`src/common/ctrl_pkg.sv`:
```
package ctrl_pkg;

    ////////////////////////////////////////////////////////////
    // instruction format
    ////////////////////////////////////////////////////////////

    // 6-bit opcode, octal map below
    typedef logic [5:0] opcode_t;

    // ALU operation, bits 4..1 of an ALU opcode
    typedef logic [3:0] alu_op_t;

    localparam int ALU_OP_MSB = 4;
    localparam int ALU_OP_LSB = 1;

    // bit 0 of an ALU opcode selects the immediate operand
    localparam int IMM_BIT = 0;

    ////////////////////////////////////////////////////////////
    // opcode map
    ////////////////////////////////////////////////////////////

    // 00 through 37 are all ALU operations
    localparam opcode_t OPC_ALU_LAST  = 6'o37;

    localparam opcode_t OPC_LOAD      = 6'o40;
    localparam opcode_t OPC_LOAD_IMM  = 6'o41;
    localparam opcode_t OPC_STORE     = 6'o42;
    localparam opcode_t OPC_STORE_IMM = 6'o43;
    localparam opcode_t OPC_IO_IN     = 6'o44;
    localparam opcode_t OPC_IO_OUT    = 6'o45;

    ////////////////////////////////////////////////////////////
    // decoded classes and writeback sources
    ////////////////////////////////////////////////////////////

    typedef enum logic [2:0]
    {
        CLASS_ALU,
        CLASS_LOAD,
        CLASS_STORE,
        CLASS_IO_IN,
        CLASS_IO_OUT,
        CLASS_ILLEGAL
    } op_class_t;

    // SRC_ALU doubles as the idle value on the wb_src outputs
    typedef enum logic [1:0]
    {
        SRC_ALU,
        SRC_MEM,
        SRC_IO
    } wb_src_t;

endpackage

```
`src/rtl/execute_sequencer.sv`:
```
module execute_sequencer
(
    input  logic                clk,
    input  logic                reset,
    input  logic                issue,
    input  ctrl_pkg::op_class_t issue_class,
    input  ctrl_pkg::alu_op_t   issue_alu_op,
    input  logic                issue_imm,
    input  logic                wb_idle,
    input  logic                data_valid,
    input  logic                io_ack,
    output logic                exec_idle,
    output logic                alu_en,
    output ctrl_pkg::alu_op_t   alu_op,
    output logic                alu_use_imm,
    output logic                mem_read,
    output logic                mem_write,
    output logic                io_req,
    output logic                io_dir,
    output logic                illegal_op,
    output logic                wb_start,
    output ctrl_pkg::wb_src_t   wb_start_src
);
    import ctrl_pkg::*;

    typedef enum logic [2:0]
    {
        E_IDLE,
        E_ALU,
        E_LOAD,
        E_STORE_WAIT,
        E_IO_REQ,
        E_IO_REL,
        E_ILLEGAL
    } exec_state_t;

    exec_state_t state;
    exec_state_t state_next;

    alu_op_t op_q;
    logic    imm_q;
    logic    dir_out_q;
    logic    io_in_done;

    always_ff @(posedge clk)
    begin
        if (reset)
            state <= E_IDLE;
        else
            state <= state_next;
    end

    // payload of the issued instruction
    always_ff @(posedge clk)
    begin
        if (issue)
        begin
            op_q      <= issue_alu_op;
            imm_q     <= issue_imm;
            dir_out_q <= (issue_class == CLASS_IO_OUT);
        end
    end

    ////////////////////////////////////////////////////////////
    // class sequencing
    ////////////////////////////////////////////////////////////

    always_comb
    begin
        state_next = state;
        case (state)
            E_IDLE:
            begin
                if (issue)
                begin
                    case (issue_class)
                        CLASS_ALU:    state_next = E_ALU;
                        CLASS_LOAD:   state_next = E_LOAD;
                        CLASS_STORE:  state_next = E_STORE_WAIT;
                        CLASS_IO_IN,
                        CLASS_IO_OUT: state_next = E_IO_REQ;
                        default:      state_next = E_ILLEGAL;
                    endcase
                end
            end
            E_ALU,
            E_LOAD:
            begin
                if (wb_idle)
                    state_next = E_IDLE;
            end
            E_STORE_WAIT:
            begin
                if (wb_idle && data_valid)
                    state_next = E_IDLE;
            end
            E_IO_REQ:
            begin
                if (io_ack)
                    state_next = E_IO_REL;
            end
            E_IO_REL:
            begin
                // input still needs a free writeback stage
                if (!io_ack && (dir_out_q || wb_idle))
                    state_next = E_IDLE;
            end
            default:
                state_next = E_IDLE;
        endcase
    end

    // memory use only while writeback is idle, so data_valid is unambiguous
    assign exec_idle   = (state == E_IDLE);
    assign alu_en      = (state == E_ALU) && wb_idle;
    assign alu_op      = alu_en ? op_q : '0;
    assign alu_use_imm = alu_en && imm_q;
    assign mem_read    = (state == E_LOAD) && wb_idle;
    assign mem_write   = (state == E_STORE_WAIT) && wb_idle;
    assign io_req      = (state == E_IO_REQ);
    assign io_dir      = io_req && dir_out_q;
    assign illegal_op  = (state == E_ILLEGAL);
    assign io_in_done  = (state == E_IO_REL) && !io_ack && !dir_out_q && wb_idle;
    assign wb_start    = alu_en || mem_read || io_in_done;

    always_comb
    begin
        case (state)
            E_LOAD:   wb_start_src = SRC_MEM;
            E_IO_REL: wb_start_src = SRC_IO;
            default:  wb_start_src = SRC_ALU;
        endcase
    end

endmodule

```
`src/rtl/fetch_sequencer.sv`:
```
module fetch_sequencer
(
    input  logic                clk,
    input  logic                reset,
    input  ctrl_pkg::opcode_t   opcode,
    input  logic                instr_valid,
    input  logic                irq_pending,
    input  logic                exec_idle,
    output logic                fetch_req,
    output logic                ir_load,
    output logic                imm_load,
    output logic                irq_ack,
    output logic                issue,
    output ctrl_pkg::op_class_t issue_class,
    output ctrl_pkg::alu_op_t   issue_alu_op,
    output logic                issue_imm
);
    import ctrl_pkg::*;

    typedef enum logic [2:0]
    {
        F_HEAD,
        F_IRQ_SAVE,
        F_FETCH,
        F_IMM_WAIT,
        F_ISSUE_WAIT
    } fetch_state_t;

    fetch_state_t state;
    fetch_state_t state_next;

    op_class_t dec_class;
    alu_op_t   dec_alu_op;
    logic      dec_imm;

    opcode_decoder u_decoder
    (
        .opcode    (opcode),
        .op_class  (dec_class),
        .alu_op    (dec_alu_op),
        .needs_imm (dec_imm)
    );

    always_ff @(posedge clk)
    begin
        if (reset)
            state <= F_HEAD;
        else
            state <= state_next;
    end

    // decode register, held until issue
    always_ff @(posedge clk)
    begin
        if (ir_load)
        begin
            issue_class  <= dec_class;
            issue_alu_op <= dec_alu_op;
            issue_imm    <= dec_imm;
        end
    end

    ////////////////////////////////////////////////////////////
    // next state
    ////////////////////////////////////////////////////////////

    always_comb
    begin
        state_next = state;
        case (state)
            F_HEAD,
            F_IRQ_SAVE:
                state_next = F_FETCH;
            F_FETCH:
            begin
                if (instr_valid)
                    state_next = dec_imm ? F_IMM_WAIT : F_ISSUE_WAIT;
            end
            F_IMM_WAIT:
            begin
                if (instr_valid)
                    state_next = F_ISSUE_WAIT;
            end
            F_ISSUE_WAIT:
            begin
                // interrupt is taken only at an issue boundary
                if (exec_idle)
                    state_next = irq_pending ? F_IRQ_SAVE : F_FETCH;
            end
            default:
                state_next = F_HEAD;
        endcase
    end

    assign fetch_req = (state == F_FETCH) || (state == F_IMM_WAIT);
    assign ir_load   = (state == F_FETCH) && instr_valid;
    assign imm_load  = (state == F_IMM_WAIT) && instr_valid;
    assign irq_ack   = (state == F_IRQ_SAVE);
    assign issue     = (state == F_ISSUE_WAIT) && exec_idle;

endmodule

```
`src/rtl/opcode_decoder.sv`:
```
module opcode_decoder
(
    input  ctrl_pkg::opcode_t   opcode,
    output ctrl_pkg::op_class_t op_class,
    output ctrl_pkg::alu_op_t   alu_op,
    output logic                needs_imm
);
    import ctrl_pkg::*;

    always_comb
    begin
        // anything not matched below is illegal
        op_class  = CLASS_ILLEGAL;
        alu_op    = '0;
        needs_imm = 1'b0;

        if (opcode <= OPC_ALU_LAST)
        begin
            op_class  = CLASS_ALU;
            alu_op    = opcode[ALU_OP_MSB:ALU_OP_LSB];
            needs_imm = opcode[IMM_BIT];
        end
        else
        begin
            case (opcode)
                OPC_LOAD:
                    op_class = CLASS_LOAD;
                OPC_LOAD_IMM:
                begin
                    op_class  = CLASS_LOAD;
                    needs_imm = 1'b1;
                end
                OPC_STORE:
                    op_class = CLASS_STORE;
                OPC_STORE_IMM:
                begin
                    op_class  = CLASS_STORE;
                    needs_imm = 1'b1;
                end
                OPC_IO_IN:
                    op_class = CLASS_IO_IN;
                OPC_IO_OUT:
                    op_class = CLASS_IO_OUT;
                default:
                    op_class = CLASS_ILLEGAL;
            endcase
        end
    end

endmodule

```
`src/rtl/pipeline_controller.sv`:
```
module pipeline_controller
(
    input  logic              clk,
    input  logic              reset,
    input  ctrl_pkg::opcode_t opcode,
    input  logic              instr_valid,
    input  logic              irq_pending,
    input  logic              data_valid,
    input  logic              io_ack,
    output logic              fetch_req,
    output logic              ir_load,
    output logic              imm_load,
    output logic              irq_ack,
    output logic              alu_en,
    output ctrl_pkg::alu_op_t alu_op,
    output logic              alu_use_imm,
    output logic              mem_read,
    output logic              mem_write,
    output logic              io_req,
    output logic              io_dir,
    output logic              illegal_op,
    output logic              reg_write,
    output ctrl_pkg::wb_src_t wb_src
);
    import ctrl_pkg::*;

    ////////////////////////////////////////////////////////////
    // stage to stage hand-off
    ////////////////////////////////////////////////////////////

    logic      issue;
    op_class_t issue_class;
    alu_op_t   issue_alu_op;
    logic      issue_imm;
    logic      exec_idle;
    logic      wb_start;
    wb_src_t   wb_start_src;
    logic      wb_idle;

    fetch_sequencer u_fetch
    (
        .clk          (clk),
        .reset        (reset),
        .opcode       (opcode),
        .instr_valid  (instr_valid),
        .irq_pending  (irq_pending),
        .exec_idle    (exec_idle),
        .fetch_req    (fetch_req),
        .ir_load      (ir_load),
        .imm_load     (imm_load),
        .irq_ack      (irq_ack),
        .issue        (issue),
        .issue_class  (issue_class),
        .issue_alu_op (issue_alu_op),
        .issue_imm    (issue_imm)
    );

    execute_sequencer u_execute
    (
        .clk          (clk),
        .reset        (reset),
        .issue        (issue),
        .issue_class  (issue_class),
        .issue_alu_op (issue_alu_op),
        .issue_imm    (issue_imm),
        .wb_idle      (wb_idle),
        .data_valid   (data_valid),
        .io_ack       (io_ack),
        .exec_idle    (exec_idle),
        .alu_en       (alu_en),
        .alu_op       (alu_op),
        .alu_use_imm  (alu_use_imm),
        .mem_read     (mem_read),
        .mem_write    (mem_write),
        .io_req       (io_req),
        .io_dir       (io_dir),
        .illegal_op   (illegal_op),
        .wb_start     (wb_start),
        .wb_start_src (wb_start_src)
    );

    writeback_sequencer u_writeback
    (
        .clk          (clk),
        .reset        (reset),
        .wb_start     (wb_start),
        .wb_start_src (wb_start_src),
        .data_valid   (data_valid),
        .wb_idle      (wb_idle),
        .reg_write    (reg_write),
        .wb_src       (wb_src)
    );

endmodule

```
`src/rtl/writeback_sequencer.sv`:
```
module writeback_sequencer
(
    input  logic              clk,
    input  logic              reset,
    input  logic              wb_start,
    input  ctrl_pkg::wb_src_t wb_start_src,
    input  logic              data_valid,
    output logic              wb_idle,
    output logic              reg_write,
    output ctrl_pkg::wb_src_t wb_src
);
    import ctrl_pkg::*;

    typedef enum logic [1:0]
    {
        W_IDLE,
        W_WRITE,
        W_MEM_WAIT
    } wb_state_t;

    wb_state_t state;
    wb_src_t   src_q;

    always_ff @(posedge clk)
    begin
        if (reset)
            state <= W_IDLE;
        else
        begin
            case (state)
                W_IDLE:
                begin
                    if (wb_start)
                        state <= (wb_start_src == SRC_MEM) ? W_MEM_WAIT : W_WRITE;
                end
                W_WRITE:
                    state <= W_IDLE;
                W_MEM_WAIT:
                begin
                    // load data shows up on the shared data_valid
                    if (data_valid)
                        state <= W_IDLE;
                end
                default:
                    state <= W_IDLE;
            endcase
        end
    end

    always_ff @(posedge clk)
    begin
        if (wb_start)
            src_q <= wb_start_src;
    end

    assign wb_idle   = (state == W_IDLE);
    assign reg_write = (state == W_WRITE) || ((state == W_MEM_WAIT) && data_valid);
    assign wb_src    = reg_write ? src_q : SRC_ALU;

endmodule

```
`config.mk`:
```
export PLATFORM = sky130hd
export DESIGN_NAME = pipeline_controller
export DESIGN_NICKNAME = d
export VERILOG_FILES = /design/src/common/ctrl_pkg.sv /design/src/rtl/execute_sequencer.sv /design/src/rtl/fetch_sequencer.sv /design/src/rtl/opcode_decoder.sv /design/src/rtl/pipeline_controller.sv /design/src/rtl/writeback_sequencer.sv
export SDC_FILE = /design/constraint.sdc
export NUM_CORES = 1
export LEC_CHECK = 0
export BUFFER_PORTS_ARGS = -buffer_cell sky130_fd_sc_hd__buf_2
export CORE_MARGIN = 4
export CORE_UTILIZATION = 50
export CTS_CLUSTER_SIZE = 16
export DETAILED_ROUTE_END_ITERATION = 10
export PLACE_DENSITY = 0.75
export SYNTH_ARGS = -nofsm -noshare
export SYNTH_HDL_FRONTEND = slang
export SYNTH_SLANG_ARGS = --single-unit
```
`constraint.sdc`:
```
create_clock -name clk -period 3.1 [get_ports clk]
set_clock_uncertainty 0.2 [all_clocks]
set_input_delay 0.155 -clock clk [delete_from_list [all_inputs] [get_ports clk]]
set_output_delay 0.155 -clock clk [all_outputs]
set_load 0.03 [all_outputs]
```
# Word level (Yosys, flattened, before mapping)
# Index checks and enable logic that the tools add are counted.
# totals
register_bits,24
in_bits,12
out_inout_bits,18
word_cells,101
# classes
order_cmp,1
n_eq_ne,33
mux,23
reduce_logical,34
# ops
cell,count
6-bit equality test (second input constant),6
3-bit case mux with 4 select lines,3
3-bit 2-to-1 mux,9
3-bit by 2-bit equality test with 1-bit output (second input constant),6
3-bit equality test (second input constant),5
3-bit case mux with 5 select lines,1
1-bit logical AND,14
2-bit != test (second input constant),6
2-bit OR reduction,6
2-bit 2-to-1 mux,5
3-bit by 1-bit equality test with 1-bit output (second input constant),3
3-bit logical NOT,3
2-bit by 1-bit != test with 1-bit output (second input constant),4
2-bit case mux with 2 select lines,2
6-bit by 5-bit less-or-equal comparator with 1-bit output (second input constant),1
1-bit logical OR,5
5-bit AND reduction,1
2-bit by 1-bit equality test with 1-bit output (second input constant),2
4-bit 2-to-1 mux,1
3-bit AND reduction,1
2-bit equality test (second input constant),1
1-bit logical NOT,2
2-bit logical NOT,1
1-bit 2-to-1 mux,2
2-bit AND reduction,1

# Depth between registers and ports, before layout
# Gate-level depths: netlist of the first run.
# depth
word_depth,7
mapped_depth,5
depth_no_buf,4

# Modules after synthesis
# From an unflattened synthesis of the first run, not the netlist that was laid out.
# hier_totals
hier_cells,126
hier_area_um2,1271.2
# modules_own_cells
mod,instances,cells_per_inst,area_each_um2,seq_area_each_um2
execute_sequencer,1,58,541.8,240.2
fetch_sequencer,1,36,440.4,300.3
writeback_sequencer,1,16,181.4,100.1
opcode_decoder,1,16,107.6,0.0

# Worst setup path after synthesis of the first run
# OpenSTA, ideal clock, no wires.
# synth_timing
kind,reg-to-reg
startpoint,register u_fetch.state[1]
endpoint,"register u_fetch.issue_alu_op[0], enable pin"
setup_ns,0.390
arrival_ns,1.829
required_ns,2.510
slack_ns,0.680
stages_incl_launch_ff,5
path_buffers,0
period_less_slack_ns,2.420
cell_sequence,dfxtp_1 > inv_1 > nor2_1 > nand2_1 > nor2_1
# synth_via
elab_chain_cells,2
# synth_lines
item,line_no,rtl
from (decl),fetch_sequencer.sv:29,fetch_state_t state;
from (signal assigned),fetch_sequencer.sv:49,state <= state_next;
3-bit by 2-bit equality test with 1-bit output,fetch_sequencer.sv:96,assign ir_load = (state == F_FETCH) && instr_valid;
1-bit logical AND,fetch_sequencer.sv:96,
named net ir_load,pipeline_controller.sv:11,"output logic ir_load,"
to (signal assigned),fetch_sequencer.sv:58,issue_alu_op <= dec_alu_op;
to (decl),fetch_sequencer.sv:15,"output ctrl_pkg::alu_op_t issue_alu_op,"
# The timed path passes the listed nets, and every way through them passes these cells.
# A chain may end at the register's enable or synchronous reset.

# Worst setup path after layout of the first run
# layout_timing
startpoint,register u_fetch.state[1]
endpoint,output ir_load
# layout_via
elab_chain_cells,2
# layout_lines
item,line_no
3-bit by 2-bit equality test with 1-bit output,fetch_sequencer.sv:96
1-bit logical AND,fetch_sequencer.sv:96
to (decl),pipeline_controller.sv:11
# No other way between the ends.

==> flow_summary.toml, run 1 <==
[detailed_routing]
vias_per_cell = 5.27
route.final.wire_length_mm = 2.42
drt_iter0_drc = 33
ant_nets = 0
vias = 1007
drc = 0
first_pass_iters = 4
routedWlPerCell_um = 12.7

[synth]
yosysTopAreaCellShare_pct = 38.7
synth_cell_type_count = 37
syn_area_um2 = 1240
ys_ff_latch = 24
syn_nets = 135
syn_avg_cell_area_um2 = 10.1
ys_warn_count = 0
synthCells = 123
yosysSeqAreaShare_pct = 51.6
synthArstFlopShare_pct = 0
synth_edf_count = 16
synth_top_flop_cell = "edfxtp_1"
yosys.area.top_type = "edfxtp_1"
netlist_top_cells_area = "edfxtp_1 39%, dfxtp_1 13%, nor2b_1 5.0%, and2_1 4.5%, nor2_1 4.2%"

[sta]
hold_violations = 0
fmax_mhz = 429
setup_viol = 0
slew_violations = 0
tightest_slew_ps = 614
fin_crit_sh_pct = 75.2
slew_headroom_pct = 58.9
rsz0062_at_grt = "false"
fin_crit_ps = 2330
tns_ps = 0

[cells_and_area]
diodes = 0
syn2layout_area_growth_pct = 26.8
post-route-util_pct = 68.6
drive_gt1_share_pct = 24.5
layout.nets = 176

[die]
die_height_um = 57.9
dieArea_um2 = 3350
fp.coreArea_um2 = 2300
pin_count = 30
rows = 17
start_util_pct = 54.1
die_x_um = 57.9

[global_routing]
grt_use_total_pct = 15.4
antenna_found_initial = 0
grt.overflow.total = 0
grt_max_degree = 15
grt_pass1_wl_mm = 4.11
grt_pass1_vias = 988

[worst_setup_path]
endpoint_kind = "primary output"
critical_path_class = "register to primary output"
cp.required_ps = 2740
r2r_slack_ps = 810
critPathMaxFanout = 9
worst-endpoint-arrival_ps = 1980
cp-start-kind = "register"

[power]
powerDensity_nw_per_um2 = 717
pwr-share-seq_pct = 40.0
p_int_mw = 0.701
p_switching_mw = 0.428
ir_worst_vdd_mv = 0.518
switching_share_pct = 37.9
power_frac_clock_pct = 19.4
combinationalPowerShare_pct = 40.6
leakage_nw = 0.675

[status]
outcome = "finished, final reports clean"

[clock_network]
clkSlewWorstSetupHoldPaths_ps = 130
post-cts-setup-buffer-count = 0
numCtsBuffers = 3
clk_latency_ps = 300
cts_tree = "done"
cts_root_buf = "clkbuf_4"
cts.sinks = 24
cts_max_level = 1
clock_path_buffers = 2

[place]
place_congestion = 0.815
hpwl_mm = 1.83
io_buffers = 29

[flow_run]
max_cap_viol_count = 0

[hold_path]
hold_path_class = "input port to register"
logic make-up after synthesis:
kind of cell           share of synthesized area [%]
AND/OR/NAND/NOR                                 27.0
AO/OA/AOI/OAI                                   14.2
flip-flops                                      51.6
buffers and inverters                           3.12
multiplexers                                    4.13
sequential cells by signal (all words and copies together), names as in the netlist, 2 cells and up:
name                  count
u_execute.state           3
u_fetch.issue_alu_op      4
u_fetch.state             3
u_writeback.state         2
u_writeback.src_q         2
u_fetch.issue_class       3
u_execute.op_q            4
routing by layer:
layer	GRT usage [%]	part of all wire [%]	wire length, µm
met3	3.34	8.8	214
met2	27.3	48	1150
met1	17.9	43	1040
met4	6.29	0.70	17
met5	0	0	0
final cells by class:
cell class                      instances  area [µm²]
Fill cell                             189         722
Sequential cell                        24         641
Multi-Input combinational cell         89         563
Timing Repair Buffer                   41         265
Tap cell                               28        35.0
Clock inverter                          1        30.0
Clock buffer                            3        22.5
Inverter                                5        18.8
metrics by stage:
stage	total power [mW]	worst slack [ps]	cells	cell area [µm²]	hold WS [ps]
5_1_grt	1.20	546	191	1580	14.2
4_1_cts	1.13	752	191	1580	8.87
3_3_place_gp	0.888	1220	175	1400	206
3_5_place_dp	0.901	1120	175	1400	205
6_report	1.13	769	191	1580	17.0
2_1_floorplan	0.799	680	123	1240	68.0
path summary, 6_finish.rpt:
path | from | end | depth (start not counted)
hold / removal | opcode[1] | u_fetch.issue_alu_op[0] | 2
setup / recovery | u_fetch.state[1] | ir_load | 5
hold reg to reg | u_fetch.issue_imm | u_execute.imm_q | 0
setup reg to reg | u_execute.state[2] | u_fetch.state[1] | 4
critical path, stage by stage (launching register included):
cell and delay (ps):
dfxtp_1 460, inv_1 110, nor2_1 230, nand2_1 80, nor2_1 480, buf_2 310
cells in the mapped netlist, types with 2 or more instances:
cell,instances
a21boi_0,2
a21oi_1,5
and2_1,9
and3_1,5
clkbuf_1,4
dfxtp_1,8
edfxtp_1,16
inv_1,5
mux2i_1,4
nand2_1,10
nand3b_1,2
nor2_1,14
nor2b_1,10
nor3b_1,2
o211ai_1,2
o21ai_0,4
power groups by stage:
stage               Sequential [mW]  Combinational [mW]  Clock (mW)
finish                        0.452               0.459       0.219
CTS                           0.451               0.458       0.223
global route                  0.463               0.504       0.235
global placement              0.456               0.431           0
detailed placement            0.459               0.442           0
floorplan                     0.434               0.366           0
placed cells by master (no fill, tap or decap), types with 2 or more instances in the layout:
cell / count
mux2i_1: 4
nand2_1: 10
and2_1: 9
edfxtp_1: 16
nor2_1: 14
nor3b_1: 2
inv_1: 5
o21ai_0: 4
nand3b_1: 2
nor2b_1: 10
clkbuf_4: 3
a21oi_1: 5
dlygate4sd3_1: 12
buf_2: 29
o211ai_1: 2
a21boi_0: 2
and3_1: 5
dfxtp_1: 8
timing repair:
action	CTS	global route
resized for setup	0	0
endpoints found under the hold margin	11	0
hold buffers	12	0
Power figures use the tool's default switching activity.
==> inputs of run 2 (changes only) <==
--- a/config.mk
+++ b/config.mk
@@ -5,12 +5,13 @@
 export SDC_FILE = /design/constraint.sdc
 export NUM_CORES = 1
 export LEC_CHECK = 0
+export ABC_AREA = 1
 export BUFFER_PORTS_ARGS = -buffer_cell sky130_fd_sc_hd__buf_2
 export CORE_MARGIN = 4
-export CORE_UTILIZATION = 50
+export CORE_UTILIZATION = 47
 export CTS_CLUSTER_SIZE = 16
 export DETAILED_ROUTE_END_ITERATION = 10
-export PLACE_DENSITY = 0.75
+export PLACE_DENSITY = 0.74
 export SYNTH_ARGS = -nofsm -noshare
 export SYNTH_HDL_FRONTEND = slang
 export SYNTH_SLANG_ARGS = --single-unit
==> constraint.sdc (replaced) <==
create_clock -name clk -period 2.05 [get_ports clk]
set_clock_uncertainty 0.2 [all_clocks]
set_input_delay 0.1025 -clock clk [delete_from_list [all_inputs] [get_ports clk]]
set_output_delay 0.1025 -clock clk [all_outputs]
set_load 0.03 [all_outputs]
==> flow_summary.toml, run 2 <==
[die]
start_util_pct = 50.6
pin_count = 30
die_height_um = 60.1
dieArea_um2 = 3610
fp.coreArea_um2 = 2520
die_x_um = 60.1
rows = 18

[synth]
synthArstFlopShare_pct = 0
synth.top_cells.by_count = "32 x inv_1, 32 x nand2_1, 31 x nor2_1"
synth_xor_area_share_pct = 0
synth_top_flop_cell = "edfxtp_1"
yosys.area.top_type = "edfxtp_1"
synth_edf_count = 16
ys_ff_latch = 24
syn_nets = 179
synth_fa_ha_area_share_pct = 0
syn_area_um2 = 1280
synthCells = 167
yosysSeqAreaShare_pct = 50.2
synth_compound_area_share_pct = 6.08
synthMuxAreaShare_pct = 0
netlist_top_cells_area = "edfxtp_1 38%, dfxtp_1 13%, inv_1 9.4%, nand2_1 9.4%, nor2_1 9.1%"
synth_top_family_by_area = "simple AND/OR/NAND/NOR gates"
syn_avg_cell_area_um2 = 7.64
ys_warn_count = 0
synth-simple-area-share_pct = 33.1
synth_cell_type_count = 18
yosysTopAreaCellShare_pct = 37.6

[cells_and_area]
layout.nets = 226
diodes = 0
top_regs = "u_execute.op_q: 4 flops, u_fetch.issue_alu_op: 4 flops"
most-common-layout-cells = "32 x inv_1, 31 x nand2_1, 30 x nor2_1"
fillers = 215
layout_commonest_cell = "inv_1"
syn2layout_area_growth_pct = 31.4
drive_gt1_share_pct = 27.2

[worst_setup_path]
cp_num_buf_inv = 4
crit_path_frequent_cell = "nand2_1"
cp_slowest_stage_delay_ps = 550
worst-endpoint-arrival_ps = 2030
critical_path_class = "input port to register"
critPathTopFamily = "buffers and inverters"
cp-start-kind = "input port"
critPathMaxFanout = 6
cp.required_ps = 2120
endpoint_kind = "register"
crit_chain = "dlygate4sd3_1, buf_6, inv_1, nor2_1, nand2_1, nand2_2, nand3_2, nand2_1, nand2_1, a21oi_2, dlygate4sd3_1"
slowest_stage = "dlygate4sd3_1"

[flow_run]
max_cap_viol_count = 0

[place]
place_congestion = 0.858
io_buffers = 29
pre_cts_ws_ps = 420
hpwl_mm = 2.02

[sta]
setup_viol = 0
fin_crit_ps = 1950
tightest_slew_ps = 443
hold_violations = 0
slew_headroom_pct = 70.3
timing.final.ws_setup_ps = 96.7
fin_crit_sh_pct = 95.3
fin_hold_ws_ps = 236
fmax_mhz = 512
slew_violations = 0

[detailed_routing]
ant_nets = 0
vias = 1215
drc = 0
routedWlPerCell_um = 11.5
drt_iter0_drc = 46
route.final.wire_length_mm = 2.80
first_pass_iters = 4
vias_per_cell = 5.00

[clock_network]
numCtsBuffers = 3
cts_root_buf = "clkbuf_4"
cts.sinks = 24
clkSlewWorstSetupHoldPaths_ps = 140
clk_latency_ps = 320
cts_tree = "done"
cts_max_level = 1
clock_path_buffers = 2

[global_routing]
grt.overflow.total = 0
grt_use_total_pct = 16.4
grt_pass1_wl_mm = 4.40
grt_pass1_vias = 1104
antenna_found_initial = 0
grt_max_degree = 15

[status]
outcome = "finished, final reports clean"

[power]
powerDensity_nw_per_um2 = 1140
leakage_nw = 0.832
ir_worst_vdd_mv = 0.865
finalPower_mw = 1.91

[hold_path]
hold_path_class = "register to register"
==> run 2: final timing paths <==
check,start,end,slack [ps],cells after the start
setup / recovery,opcode[5],u_fetch.state[1],100,11
hold / removal,u_fetch.issue_alu_op[1],u_execute.op_q[1],240,0
setup reg to reg,u_fetch.state[1],u_fetch.state[1],110,7
hold reg to reg,u_fetch.issue_alu_op[1],u_execute.op_q[1],240,0
==> run 2: cell type report <==
type                       instances  area (µm²)  share of cell area [%]
clock buffer                       3        22.5                    1.34
clock inverter                     1        30.0                    1.79
tap                               30        37.5                    2.24
sequential                        24         644                    38.4
multi-input combinational        107         526                    31.3
inverter                          36         138                    8.21
timing repair buffer              42         279                    16.6
==> run 2: kinds of logic after synthesis <==
logic type / after synthesis
and+or+nand+nor: 93
buffers and inverters: 36
DFF: 24
AOI/OAI and AO/OA: 14
==> run 2: layer usage <==
layer  track usage [%]  wire length (µm)
met4              8.86                79
met3              2.81               164
met5                 0                 0
met1              17.5              1080
met2              30.2              1470
==> run 2: per-stage QoR <==
stage | std cells | cell area, µm² | TNS [ps] | utilization (%)
floorplan | 167 | 1280 | 0 | -
global placement | 226 | 1460 | 0 | 58.0
detailed placement | 226 | 1460 | 0 | 58.0
CTS | 242 | 1640 | 0 | 64.9
global route | 243 | 1680 | -14.3 | 66.5
finish | 243 | 1680 | 0 | 66.5
==> run 2: timing repair <==
action                                 4_1_cts  5_1_grt
hold buffers                                12        0
resized for setup                            0       11
endpoints found under the hold margin       14        0
setup buffers                                0        1
setup endpoints to repair                    0        3
==> run 2: power by group <==
part | leakage [nW] | switching [mW] | internal, mW
clock network | 0.0279 | 0.145 | 0.198
logic | 0.589 | 0.589 | 0.273
registers | 0.216 | 0.0811 | 0.622
==> inputs of run 3 (changes only) <==
==> constraint.sdc (replaced) <==
create_clock -name clk -period 2.05 [get_ports clk]
set_clock_uncertainty 0.2 [all_clocks]
set_input_delay 0.615 -clock clk [delete_from_list [all_inputs] [get_ports clk]]
set_output_delay 0.615 -clock clk [all_outputs]
set_load 0.03 [all_outputs]
==> flow_summary.toml, run 3 (same netlist as run 2, synthesis figures left out) <==
[worst_setup_path]
crit_chain = "inv_4, nand2_4, buf_6, nor3_4, buf_6"
cp_slowest_stage_delay_ps = 360
slowest_stage = "dfxtp_2"
endpoint_kind = "primary output"
cp-start-kind = "register"
critPathTopFamily = "flip-flops"
cp.required_ps = 1230
critPathMaxFanout = 3
worst-endpoint-arrival_ps = 1300
cp_num_buf_inv = 3
critical_path_class = "register to primary output"
crit_path_frequent_cell = "buf_6"

[global_routing]
grt_util_met1_pct = 20.3
grt.overflow.total = 0
grt_use_met3_pct = 4.75
antenna_found_initial = 0
grt_use_met2_pct = 32.7
grt_max_degree = 15
grt_use_total_pct = 18.9
grt_pass1_wl_mm = 5.09
grt_pass1_vias = 1270
busiest_layer = "met2"

[detailed_routing]
vias = 1276
vias_per_cell = 5.10
first_pass_iters = 4
drc = 0
drt_iter0_drc = 33
ant_nets = 0
routedWlPerCell_um = 12.9
route.final.wire_length_mm = 3.23

[clock_network]
cts_max_level = 1
cts_root_buf = "clkbuf_4"
cts.sinks = 24
clkSlewWorstSetupHoldPaths_ps = 140
cts_hold_buf = 0
clk_latency_ps = 320
numCtsBuffers = 3
cts_tree = "done"
clock_path_buffers = 2

[cells_and_area]
drive_gt1_share_pct = 48.2
layout_commonest_cell = "nand2_1"
syn2layout_area_growth_pct = 54.4
diodes = 0
layout.nets = 233
multi_input_area_um2 = 668
most-common-layout-cells = "29 x nand2_1, 24 x inv_1, 22 x buf_4"
fillers = 168
seq_area_um2 = 666
top_regs = "u_execute.op_q: 4 flops, u_fetch.issue_alu_op: 4 flops"
final_area_um2 = 1970

[status]
violations = "setup timing"
outcome = "finished with violations"

[die]
fp.coreArea_um2 = 2520
die_x_um = 60.1
start_util_pct = 50.6
rows = 18
die_height_um = 60.1
pin_count = 30
dieArea_um2 = 3610

[sta]
fmax_mhz = 474
timing.final.ws_setup_ps = -60.2
fin_crit_ps = 2110
rsz0062_at_grt = "true"
slew_violations = 0
fin_crit_sh_pct = 103
tns_ps = -280
slew_headroom_pct = 67.7
setup_viol = 11
fin_hold_ws_ps = 233
hold_violations = 0
tightest_slew_ps = 483

[power]
pwr-share-seq_pct = 29.6
ir_worst_vdd_mv = 1.13
powerDensity_nw_per_um2 = 1230
combinationalPowerShare_pct = 56.3
p_switching_mw = 1.04
switching_share_pct = 43.1
p_int_mw = 1.38
leakage_nw = 0.910
power_frac_clock_pct = 14.0

[place]
place_area_um2 = 1590
io_buffers = 29
pre_cts_ws_ps = -8.07
place_congestion = 0.823
hpwl_mm = 2.03

[flow_run]
max_cap_viol_count = 0

[hold_path]
hold_path_class = "register to register"
-- run 3: cell count changes in the layout (fill, tap and decap cells not counted), sizes merged --
cell,delta
buf,+19
dlygate4sd3,-12
-- run 3: final cells by class --
class,instances,share of cell area [%]
clock inverters,1,1.52
inverters,36,7.75
repair buffers,49,20.0
flip-flops and latches,24,33.8
multi-input cells,107,33.9
clock buffers,3,1.14
well taps,30,1.90
-- run 3: metrics by stage --
step | util [%] | power [mW] | std cells
5_1_grt | 78.1 | 2.58 | 250
2_1_floorplan | - | 1.43 | 167
6_report | 78.1 | 2.42 | 250
4_1_cts | 73.0 | 2.25 | 244
3_3_place_gp | 63.1 | 1.62 | 232
3_5_place_dp | 63.1 | 1.66 | 232
-- run 3: power groups by stage --
stage	logic (mW)	clock network (mW)	registers [mW]
finish	1.36	0.339	0.716
global route	1.48	0.368	0.728
CTS	1.20	0.349	0.699
detailed placement	0.967	0	0.689
global placement	0.939	0	0.685
floorplan	0.739	0	0.689
-- run 3: timing repair --
item	CTS	global route
gates cloned	0	0
resized for setup	48	30
buffers inserted	8	6
pin swaps	7	7
hold endpoints to repair	0	0
endpoints found under the setup margin	16	17
-- run 3: metal layers --
metal  part of all wire, %  wire, µm
met1                    38      1230
met2                    53      1710
met3                   6.1       197
met4                   2.9        93
met5                     0         0
-- run 3: final timing paths --
path | startpoint | to | slack, ps | cells past startpoint
worst max-delay path | u_writeback.state[0] | mem_write | -60 | 5
worst min-delay path | u_fetch.issue_imm | u_execute.imm_q | 230 | 0
worst min register to register | u_fetch.issue_imm | u_execute.imm_q | 230 | 0
worst max register to register | u_execute.state[0] | u_execute.op_q[0] | 290 | 4
-- run 3: worst register-to-register path: stages (launching register included) --
cell	delay, ps
dfxtp_4	400
buf_4	140
nor2_1	190
nand2_2	90
nor2_1	390
